`src/bus_map_pkg.sv`:
```
`default_nettype none

package bus_map_pkg;

  typedef logic [11:0] addr_t;      // local bus address
  typedef logic [15:0] reg_word_t;  // local bus data word

  localparam logic [3:0] region_fpga = 4'h8;  // device answers 0x8xx only

  localparam reg_word_t version_word  = 16'hB626;
  localparam reg_word_t pat_aaaa_word = 16'hAAAA;
  localparam reg_word_t pat_5555_word = 16'h5555;
  localparam reg_word_t pat_ffff_word = 16'hFFFF;
  localparam reg_word_t pat_0000_word = 16'h0000;

  // ---------------------------------------------------------
  // register map
  localparam addr_t addr_version    = 12'h800;
  localparam addr_t addr_pat_aaaa   = 12'h802;
  localparam addr_t addr_pat_5555   = 12'h804;
  localparam addr_t addr_pat_ffff   = 12'h806;
  localparam addr_t addr_pat_0000   = 12'h808;
  localparam addr_t addr_mode       = 12'h810;  // bit n: pair n limited
  localparam addr_t addr_out_ctrl   = 12'h812;  // bits 2n, 2n+1: channel enables
  localparam addr_t addr_load       = 12'h814;  // bit n: restart on 0->1
  localparam addr_t addr_freq_base  = 12'h820;  // lo at +4n, hi at +4n+2
  localparam addr_t addr_phase_base = 12'h840;  // same layout as freq
  localparam addr_t addr_pulse_base = 12'h860;  // pair n at +2n
  localparam addr_t addr_finished   = 12'h870;  // read only

endpackage

`default_nettype wire

```
`src/tacho_pkg.sv`:
```
`default_nettype none

package tacho_pkg;

  localparam int acc_w   = 32;  // accumulator and frequency word width
  localparam int pulse_w = 16;

  // ---------------------------------------------------------
  // generator types

  // accumulator gains the frequency word every clock,
  // so output frequency = f_clk * freq / 2**acc_w
  typedef logic [acc_w-1:0] acc_t;

  typedef logic [pulse_w-1:0] pulse_cnt_t;  // pulses in a limited run

  // phase register, seen either as the bus image or decoded
  typedef union packed {
    logic [acc_w-1:0] raw;        // register image, two bus halves
    struct packed {
      logic             ch2_leads;  // 1: channel 2 ahead of channel 1
      logic [acc_w-2:0] offset;     // distance as accumulator fraction
    } fields;
  } phase_word_u;

  // offset 0x4000_0000 is a quarter period
  // 31-bit offset keeps the distance below half a period

endpackage

`default_nettype wire

```
`src/local_bus_sync.sv`:
```
`default_nettype none
`timescale 1ns/1ns

module local_bus_sync (
  input  wire                          W_clk,
  input  wire                          W_reset_n,
  input  wire  bus_map_pkg::addr_t     la,
  input  wire                          lcs_n,
  input  wire                          lrd_n,
  input  wire                          lwr_n,
  input  wire  bus_map_pkg::reg_word_t rd_data,
  output logic                         rd_stb,
  output logic                         wr_stb,
  output bus_map_pkg::reg_word_t       ld_out,
  output logic                         ld_oe
);

  logic cs_s1;
  logic cs_s2;  // synchronized chip select
  logic rd_s1;
  logic rd_s2;  // synchronized read strobe
  logic rd_s3;  // delayed copy for edge detect
  logic wr_s1;
  logic wr_s2;
  logic wr_s3;
  logic in_region;

  assign in_region = (la[11:8] == bus_map_pkg::region_fpga);

  // ---------------------------------------------------------
  // two-stage sync, then falling edge detect
  always_ff @(posedge W_clk)
  begin
    if (!W_reset_n)
    begin
      cs_s1  <= 1'b1;
      cs_s2  <= 1'b1;
      rd_s1  <= 1'b1;
      rd_s2  <= 1'b1;
      rd_s3  <= 1'b1;
      wr_s1  <= 1'b1;
      wr_s2  <= 1'b1;
      wr_s3  <= 1'b1;
      rd_stb <= 1'b0;
      wr_stb <= 1'b0;
    end
    else
    begin
      cs_s1  <= lcs_n;
      cs_s2  <= cs_s1;
      rd_s1  <= lrd_n;
      rd_s2  <= rd_s1;
      rd_s3  <= rd_s2;
      wr_s1  <= lwr_n;
      wr_s2  <= wr_s1;
      wr_s3  <= wr_s2;
      rd_stb <= !cs_s2 && in_region && !rd_s2 && rd_s3;  // one clock per read
      wr_stb <= !cs_s2 && in_region && !wr_s2 && wr_s3;
    end
  end

  // drive window covers the read strobe plus one clock
  assign ld_oe  = !cs_s2 && in_region && (!rd_s2 || !rd_s3);
  assign ld_out = ld_oe ? rd_data : '0;

endmodule

`default_nettype wire

```
`src/sim_db_top.sv`:
```
`default_nettype none
`timescale 1ns/1ns

module sim_db_top #(
  parameter int num_pairs = 2  // 1 to 6
) (
  input  wire                          W_clk,
  input  wire                          W_reset_n,
  input  wire  bus_map_pkg::addr_t     la,
  input  wire                          lcs_n,
  input  wire                          lrd_n,
  input  wire                          lwr_n,
  input  wire  bus_map_pkg::reg_word_t ld_in,
  output wire  bus_map_pkg::reg_word_t ld_out,
  output wire                          ld_oe,
  output wire  [2*num_pairs-1:0]       spd_ch  // two channels per pair
);

  logic                    rd_stb;
  logic                    wr_stb;
  bus_map_pkg::reg_word_t  rd_data;
  tacho_pkg::acc_t         freq [num_pairs];
  tacho_pkg::phase_word_u  phase [num_pairs];
  tacho_pkg::pulse_cnt_t   pulse_num [num_pairs];
  logic [num_pairs-1:0]    limited;
  logic [num_pairs-1:0]    load_pulse;
  logic [2*num_pairs-1:0]  ch_en;
  wire  [num_pairs-1:0]    finished;

  // ---------------------------------------------------------
  // bus front end and register file
  local_bus_sync u_bus (
    .W_clk     (W_clk),
    .W_reset_n (W_reset_n),
    .la        (la),
    .lcs_n     (lcs_n),
    .lrd_n     (lrd_n),
    .lwr_n     (lwr_n),
    .rd_data   (rd_data),
    .rd_stb    (rd_stb),
    .wr_stb    (wr_stb),
    .ld_out    (ld_out),
    .ld_oe     (ld_oe)
  );

  tacho_regs #(
    .num_pairs (num_pairs)
  ) u_regs (
    .W_clk      (W_clk),
    .W_reset_n  (W_reset_n),
    .la         (la),
    .ld_in      (ld_in),
    .rd_stb     (rd_stb),
    .wr_stb     (wr_stb),
    .rd_data    (rd_data),
    .freq       (freq),
    .phase      (phase),
    .pulse_num  (pulse_num),
    .limited    (limited),
    .load_pulse (load_pulse),
    .ch_en      (ch_en),
    .finished   (finished)
  );

  // ---------------------------------------------------------
  // one generator per channel pair
  for (genvar g = 0; g < num_pairs; g++)
  begin : g_pair
    tacho_pair u_pair (
      .W_clk      (W_clk),
      .W_reset_n  (W_reset_n),
      .freq       (freq[g]),
      .phase      (phase[g]),
      .pulse_num  (pulse_num[g]),
      .limited    (limited[g]),
      .load_pulse (load_pulse[g]),
      .ch_en      (ch_en[2*g+1:2*g]),
      .ch         (spd_ch[2*g+1:2*g]),
      .finished   (finished[g])
    );
  end

endmodule

`default_nettype wire

```
`src/tacho_pair.sv`:
```
`default_nettype none
`timescale 1ns/1ns

module tacho_pair (
  input  wire                          W_clk,
  input  wire                          W_reset_n,
  input  wire  tacho_pkg::acc_t        freq,
  input  wire  tacho_pkg::phase_word_u phase,
  input  wire  tacho_pkg::pulse_cnt_t  pulse_num,
  input  wire                          limited,
  input  wire                          load_pulse,
  input  wire  [1:0]                   ch_en,
  output logic [1:0]                   ch,
  output logic                         finished
);

  tacho_pkg::acc_t       acc;
  tacho_pkg::acc_t       offset_ext;
  tacho_pkg::acc_t       ch2_acc;     // accumulator shifted by the phase offset
  tacho_pkg::pulse_cnt_t pulse_cnt;   // rising edges of channel 1
  logic                  ch1_d;
  logic                  lag_armed;
  logic                  rise;
  logic                  fall;
  logic                  run_done;

  // ---------------------------------------------------------
  // channel 2 phase
  assign offset_ext = {1'b0, phase.fields.offset};
  assign ch2_acc    = phase.fields.ch2_leads ? acc + offset_ext : acc - offset_ext;

  assign rise = acc[31] & ~ch1_d;
  assign fall = ~acc[31] & ch1_d;

  // limited run ends on the falling edge of the last pulse,
  // a count of zero ends it straight away
  assign run_done = limited &
                    ((pulse_num == '0) | (fall & (pulse_cnt >= pulse_num)));

  // ---------------------------------------------------------
  // accumulator and pulse counter
  always_ff @(posedge W_clk)
  begin
    if (!W_reset_n || load_pulse)  // load restarts from zero phase
    begin
      acc       <= '0;
      pulse_cnt <= '0;
      ch1_d     <= 1'b0;
      lag_armed <= 1'b0;
      finished  <= 1'b0;
    end
    else if (!finished)  // frozen after a limited run
    begin
      ch1_d <= acc[31];
      if (acc[31])
        lag_armed <= 1'b1;  // lagging channel may start now
      if (rise)
        pulse_cnt <= pulse_cnt + 1'b1;
      if (run_done)
        finished <= 1'b1;
      else
        acc <= acc + freq;
    end
  end

  // ---------------------------------------------------------
  // registered outputs

  // a lagging channel 2 starts out high after a load since
  // acc - offset wraps, so it stays quiet until channel 1 has
  // risen once
  always_ff @(posedge W_clk)
  begin
    if (!W_reset_n)
    begin
      ch <= 2'b00;
    end
    else
    begin
      ch[0] <= acc[31] & ~finished & ch_en[0];
      ch[1] <= ch2_acc[31] & (phase.fields.ch2_leads | lag_armed) &
               ~finished & ch_en[1];
    end
  end

endmodule

`default_nettype wire

```
`src/tacho_regs.sv`:
```
`default_nettype none
`timescale 1ns/1ns

module tacho_regs #(
  parameter int num_pairs = 2
) (
  input  wire                          W_clk,
  input  wire                          W_reset_n,
  input  wire  bus_map_pkg::addr_t     la,
  input  wire  bus_map_pkg::reg_word_t ld_in,
  input  wire                          rd_stb,
  input  wire                          wr_stb,
  output bus_map_pkg::reg_word_t       rd_data,
  output tacho_pkg::acc_t              freq [num_pairs],
  output tacho_pkg::phase_word_u       phase [num_pairs],
  output tacho_pkg::pulse_cnt_t        pulse_num [num_pairs],
  output logic [num_pairs-1:0]         limited,
  output logic [num_pairs-1:0]         load_pulse,
  output logic [2*num_pairs-1:0]       ch_en,
  input  wire  [num_pairs-1:0]         finished
);

  logic [num_pairs-1:0]   load_q;      // load register as written
  logic [num_pairs-1:0]   load_d;      // last clock's load bits
  logic [num_pairs-1:0]   finished_q;
  bus_map_pkg::reg_word_t rd_word;

  function automatic bus_map_pkg::addr_t pair_addr(bus_map_pkg::addr_t base, int offs);
    return base + bus_map_pkg::addr_t'(offs);
  endfunction

  // ---------------------------------------------------------
  // mode, output control and load
  always_ff @(posedge W_clk)
  begin
    if (!W_reset_n)
    begin
      limited <= '0;
      ch_en   <= '0;
      load_q  <= '0;
      load_d  <= '0;
    end
    else
    begin
      load_d <= load_q;
      if (wr_stb)
      begin
        case (la)
          bus_map_pkg::addr_mode:     limited <= ld_in[num_pairs-1:0];
          bus_map_pkg::addr_out_ctrl: ch_en   <= ld_in[2*num_pairs-1:0];
          bus_map_pkg::addr_load:     load_q  <= ld_in[num_pairs-1:0];
          default: ;  // finished and unmapped ignore writes
        endcase
      end
    end
  end

  assign load_pulse = load_q & ~load_d;  // rising bits only

  // ---------------------------------------------------------
  // per-pair frequency, phase and pulse count
  for (genvar g = 0; g < num_pairs; g++)
  begin : g_pair
    localparam bus_map_pkg::addr_t freq_lo_a  = pair_addr(bus_map_pkg::addr_freq_base, 4 * g);
    localparam bus_map_pkg::addr_t freq_hi_a  = pair_addr(bus_map_pkg::addr_freq_base, 4 * g + 2);
    localparam bus_map_pkg::addr_t phase_lo_a = pair_addr(bus_map_pkg::addr_phase_base, 4 * g);
    localparam bus_map_pkg::addr_t phase_hi_a = pair_addr(bus_map_pkg::addr_phase_base, 4 * g + 2);
    localparam bus_map_pkg::addr_t pulse_a    = pair_addr(bus_map_pkg::addr_pulse_base, 2 * g);

    always_ff @(posedge W_clk)
    begin
      if (!W_reset_n)
      begin
        freq[g]      <= '0;
        phase[g].raw <= '0;
        pulse_num[g] <= '0;
      end
      else if (wr_stb)
      begin
        case (la)
          freq_lo_a:  freq[g][15:0]       <= ld_in;
          freq_hi_a:  freq[g][31:16]      <= ld_in;
          phase_lo_a: phase[g].raw[15:0]  <= ld_in;
          phase_hi_a: phase[g].raw[31:16] <= ld_in;
          pulse_a:    pulse_num[g]        <= ld_in;
          default: ;
        endcase
      end
    end
  end

  // ---------------------------------------------------------
  // read mux
  always_comb
  begin
    rd_word = '0;  // unmapped reads as zero
    case (la)
      bus_map_pkg::addr_version:  rd_word = bus_map_pkg::version_word;
      bus_map_pkg::addr_pat_aaaa: rd_word = bus_map_pkg::pat_aaaa_word;
      bus_map_pkg::addr_pat_5555: rd_word = bus_map_pkg::pat_5555_word;
      bus_map_pkg::addr_pat_ffff: rd_word = bus_map_pkg::pat_ffff_word;
      bus_map_pkg::addr_pat_0000: rd_word = bus_map_pkg::pat_0000_word;
      bus_map_pkg::addr_mode:     rd_word[num_pairs-1:0]   = limited;
      bus_map_pkg::addr_out_ctrl: rd_word[2*num_pairs-1:0] = ch_en;
      bus_map_pkg::addr_load:     rd_word[num_pairs-1:0]   = load_q;
      bus_map_pkg::addr_finished: rd_word[num_pairs-1:0]   = finished_q;
      default: ;
    endcase
    for (int n = 0; n < num_pairs; n++)
    begin
      if (la == pair_addr(bus_map_pkg::addr_freq_base, 4 * n))
        rd_word = freq[n][15:0];
      else if (la == pair_addr(bus_map_pkg::addr_freq_base, 4 * n + 2))
        rd_word = freq[n][31:16];
      else if (la == pair_addr(bus_map_pkg::addr_phase_base, 4 * n))
        rd_word = phase[n].raw[15:0];
      else if (la == pair_addr(bus_map_pkg::addr_phase_base, 4 * n + 2))
        rd_word = phase[n].raw[31:16];
      else if (la == pair_addr(bus_map_pkg::addr_pulse_base, 2 * n))
        rd_word = pulse_num[n];
    end
  end

  always_ff @(posedge W_clk)
  begin
    if (!W_reset_n)
    begin
      rd_data    <= '0;
      finished_q <= '0;
    end
    else
    begin
      finished_q <= finished;  // one clock behind the pairs
      if (rd_stb)
        rd_data <= rd_word;
    end
  end

endmodule

`default_nettype wire

```
`config.mk`:
```
export PLATFORM = sky130hd
export DESIGN_NAME = sim_db_top
export DESIGN_NICKNAME = d
export VERILOG_FILES = /design/src/bus_map_pkg.sv /design/src/tacho_pkg.sv /design/src/local_bus_sync.sv /design/src/sim_db_top.sv /design/src/tacho_pair.sv /design/src/tacho_regs.sv
export SDC_FILE = /design/constraint.sdc
export NUM_CORES = 1
export LEC_CHECK = 0
export BUFFER_PORTS_ARGS = -buffer_cell sky130_fd_sc_hd__buf_2
export CAP_MARGIN = 0
export CORE_MARGIN = 5
export CORE_UTILIZATION = 25
export CTS_BUF_LIST = sky130_fd_sc_hd__clkbuf_16
export DETAILED_ROUTE_END_ITERATION = 10
export GPL_TIMING_DRIVEN = 0
export MAX_ROUTING_LAYER = met4
export SLEW_MARGIN = 20
export SYNTH_ARGS = -nofsm -noshare
export SYNTH_HDL_FRONTEND = slang
export SYNTH_SLANG_ARGS = --single-unit
```
`constraint.sdc`:
```
create_clock -name W_clk -period 3.6 [get_ports W_clk]
set_input_delay 0.72 -clock W_clk [delete_from_list [all_inputs] [get_ports W_clk]]
set_output_delay 0.72 -clock W_clk [all_outputs]
set_load 0.02 [all_outputs]
```
==> impl_metrics.json <==
{
  "status": "finished, violations left",
  "violations": "setup timing",
  "fin_ws_ps": -204.2,
  "tightest_slew_ps": 1184,
  "final.period_utilization_pct": 105.7,
  "via_per_inst": 5.121,
  "initial_core_util_pct": 25.30,
  "yosys.area_share.simple_pct": 22.08,
  "gp_congestion": 0.9703,
  "startpoint_type": "flop",
  "regArea_um2": 6102,
  "hpwl_um": 53360,
  "worstHoldStart": "lcs_n",
  "ir_drop_uv": 243.3,
  "crit_start": "u_regs.phase[33]",
  "slowest_delay_ps": 370,
  "drive_gt1_share_pct": 8.317,
  "powerDensity_nw_per_um2": 318.1,
  "final_common_cell": "nand2_1",
  "die_area_um2": 81210,
  "core_um2": 74700,
  "synth.area.mux_share_pct": 0.7546,
  "wl_um": 70440,
  "maxCapViolations": 0,
  "htree_levels": 2,
  "grt_pass1_vias": 16742,
  "overflow": 0,
  "cts_buffer_depth": 3,
  "holdWs_ps": 357.7,
  "remaining_drc_errors": 0,
  "cts-buffers-inserted": 36,
  "final-hold-violation-count": 0,
  "p_leak_nw": 9.297,
  "crit_required_ps": 4020,
  "layout_common_cells": "nand2_1 (427), dfxtp_1 (297), nor2_1 (188)",
  "fin_nets": 2707,
  "synthDistinctLibCells": 75,
  "critPathArrivalTime_ps": 4220,
  "crit_chain": "buf_12 > nor4b_4 > nor2b_4 > nand2_2 > nor3b_4 > buf_6 > a31oi_4 > xnor2_2 > ha_1 > a21o_1 > a21o_1 > a21o_1 > a21o_1 > a21o_1 > a221o_1 > a31oi_2 > xnor2_2 > nor2_2",
  "synth_top_family_by_area": "compound AO/OA/AOI/OAI gates",
  "synth-xor-area-share_pct": 5.977,
  "io_pins": 54,
  "slew_viol_final": 0,
  "first_pass_iters": 6,
  "postRouteAntennaNets": 0,
  "drt-wirelength-per-cell_um": 20.07,
  "antenna_found_initial": 3,
  "rsz0062_at_grt": "yes",
  "insertion_delay_ps": 550,
  "root_buffer": "clkbuf_16",
  "crit_top_cell": "a21o_1",
  "synth_ff_type": "dfxtp_1",
  "synthAdderAreaFrac_pct": 10.67,
  "syn_nets": 2604,
  "min_path_cells": 2,
  "fill_cells": 7990,
  "area_delta_synth_final_pct": 16.55,
  "clock-sinks": 304,
  "grtUsageTotal_pct": 17.07,
  "path_clk_slew_ps": 60,
  "portBuffers": 38,
  "r2r_cells": 18,
  "clock_skew_ps": 21.23,
  "r2r-start": "u_regs.phase[33]",
  "dp.cells": 3418,
  "critPathMaxFanout": 5,
  "synth-seq-area-share_pct": 32.20,
  "period_minus_slack_ps": 3804,
  "max-slew-margin-rel_pct": 21.07,
  "tritoncts": "yes",
  "synth_warnings": 0,
  "grt_max_degree": 18,
  "synth_cells": 2411,
  "crit_type": "flop to flop",
  "synth_compound_area_share_pct": 24.18,
  "die_h_um": 285.0,
  "syn_avg_cell_area_um2": 7.840,
  "synth_seq_cells": 304,
  "syn_area_um2": 18900,
  "synth-edff-count": 0,
  "grt_pass1_wl_um": 104700,
  "multiInputGateArea_um2": 12420,
  "fmax_mhz": 262.9,
  "crit_slowest_cell": "dfxtp_4",
  "ys_async_sr_fraction_pct": 0,
  "fp-row-count": 100,
  "hold_class": "input port to flop",
  "endpoint_kind": "flop",
  "die-width_um": 285.0,
  "stdcell_count": 3509,
  "drt_iter0_markers": 1605,
  "vias": 17971,
  "setup_violations": 2
}
## critical path, delay by kind of cell, from the launching register on
family,cells,cell delay [ps]
xor+xnor,2,390
simple gates,5,840
fa+ha+maj,1,310
buf+inv,2,290
flops,1,370
compound gates,8,1480
## cell families (layout without fill, tap and decap cells)
kind of cell               count (synthesis)  in the layout
muxes                                     14             14
buffers and inverters                    205            331
AOI/OAI and AO/OA                        677            677
and+or+nand+nor                          922            922
DFF                                      304            304
adders and majority gates                160            160
other                                      0              3
xor gates and xnor gates                 129            129
## cell usage after synthesis, types with 20 or more instances
master | instances | area share (%)
a21boi_0 | 136 | 5.4
a21boi_1 | 37 | 1.5
a21o_1 | 68 | 2.7
a21oi_1 | 155 | 4.1
a22oi_1 | 21 | 0.83
a31oi_1 | 28 | 0.93
and2_1 | 35 | 1.2
and3_1 | 22 | 0.73
clkbuf_1 | 118 | 2.3
dfxtp_1 | 304 | 32
ha_1 | 158 | 10
inv_1 | 76 | 1.5
nand2_1 | 432 | 8.6
nand2b_1 | 28 | 0.93
nand3_1 | 53 | 1.4
nand4_1 | 25 | 0.83
nor2_1 | 194 | 3.9
nor2b_1 | 24 | 0.79
nor3_1 | 36 | 0.95
nor4_1 | 22 | 0.73
o21a_1 | 20 | 0.79
o21ai_0 | 72 | 1.9
xnor2_1 | 48 | 2.2
xor2_1 | 81 | 3.8
## report_power, final
| group | total [mW] | switching [mW] | leakage, nW | internal (mW) |
|---|---|---|---|---|
| Sequential | 3.37 | 0.00187 | 2.45 | 3.37 |
| Combinational | 0.221 | 0.168 | 6.30 | 0.0527 |
| Clock | 3.42 | 1.50 | 0.542 | 1.92 |
## sequential cells by signal (all words and copies together) (netlist names), 2 cells and up
signal / cells
u_regs.ch_en: 4
g_pair.u_pair.ch1_d: 2
g_pair.u_pair.pulse_cnt: 32
u_regs.phase: 64
g_pair.u_pair.lag_armed: 2
u_regs.rd_data: 16
u_regs.pulse_num: 32
u_regs.freq: 64
g_pair.u_pair.ch: 4
u_regs.load_d: 2
u_regs.finished_q: 2
g_pair.u_pair.acc: 64
u_regs.load_q: 2
u_regs.limited: 2
g_pair.u_pair.finished: 2
## worst paths after layout
kind | end | slack, ps
worst min register to register | u_bus.rd_s2 | 410
worst max-delay path | g_pair[0].u_pair.ch[1] | -200
worst max register to register | g_pair[0].u_pair.ch[1] | -200
worst min-delay path | u_bus.cs_s1 | 360
## area by class of cell
class / count / area share, %
well taps: 969 / 5.503
multi-input cells: 1902 / 56.39
diodes: 3 / 0.03408
flip-flops and latches: 304 / 27.70
clock inverters: 24 / 0.6191
repair buffers: 67 / 1.999
clock buffers: 37 / 4.203
inverters: 77 / 1.312
plain buffers: 126 / 2.238
## stage by stage
step           setup WS, ps  TNS (ps)  total power, mW  area (um2)  utilization, %
2_1_floorplan         14.87         0            3.548       18910               -
3_3_place_gp          -1096    -46580            3.658       20310           27.19
3_5_place_dp          -1036    -42110            3.659       20330           27.21
4_1_cts              -128.9    -232.7            7.068       21830           29.22
5_1_grt              -359.4    -608.7            7.216       22030           29.49
6_report             -204.2    -357.8            7.008       22030           29.49
## metal layers
metal / wire (um) / share of wire [%] / global-route usage, %
met2: 31090 / 44 / 26.54
met4: 3238 / 4.6 / 6.771
met1: 31300 / 44 / 22.55
met5: 0 / 0 / -
met3: 4809 / 6.8 / 2.316
## repair_timing
item                       in CTS  in global routing
setup endpoints to repair      28                 56
hold buffers                    0                  0
setup buffers                  17                 12
pin swaps                      32                 36
hold endpoints to repair        0                  0
resized for setup              66                 31
No activity file was read; power rests on OpenSTA's default activity.
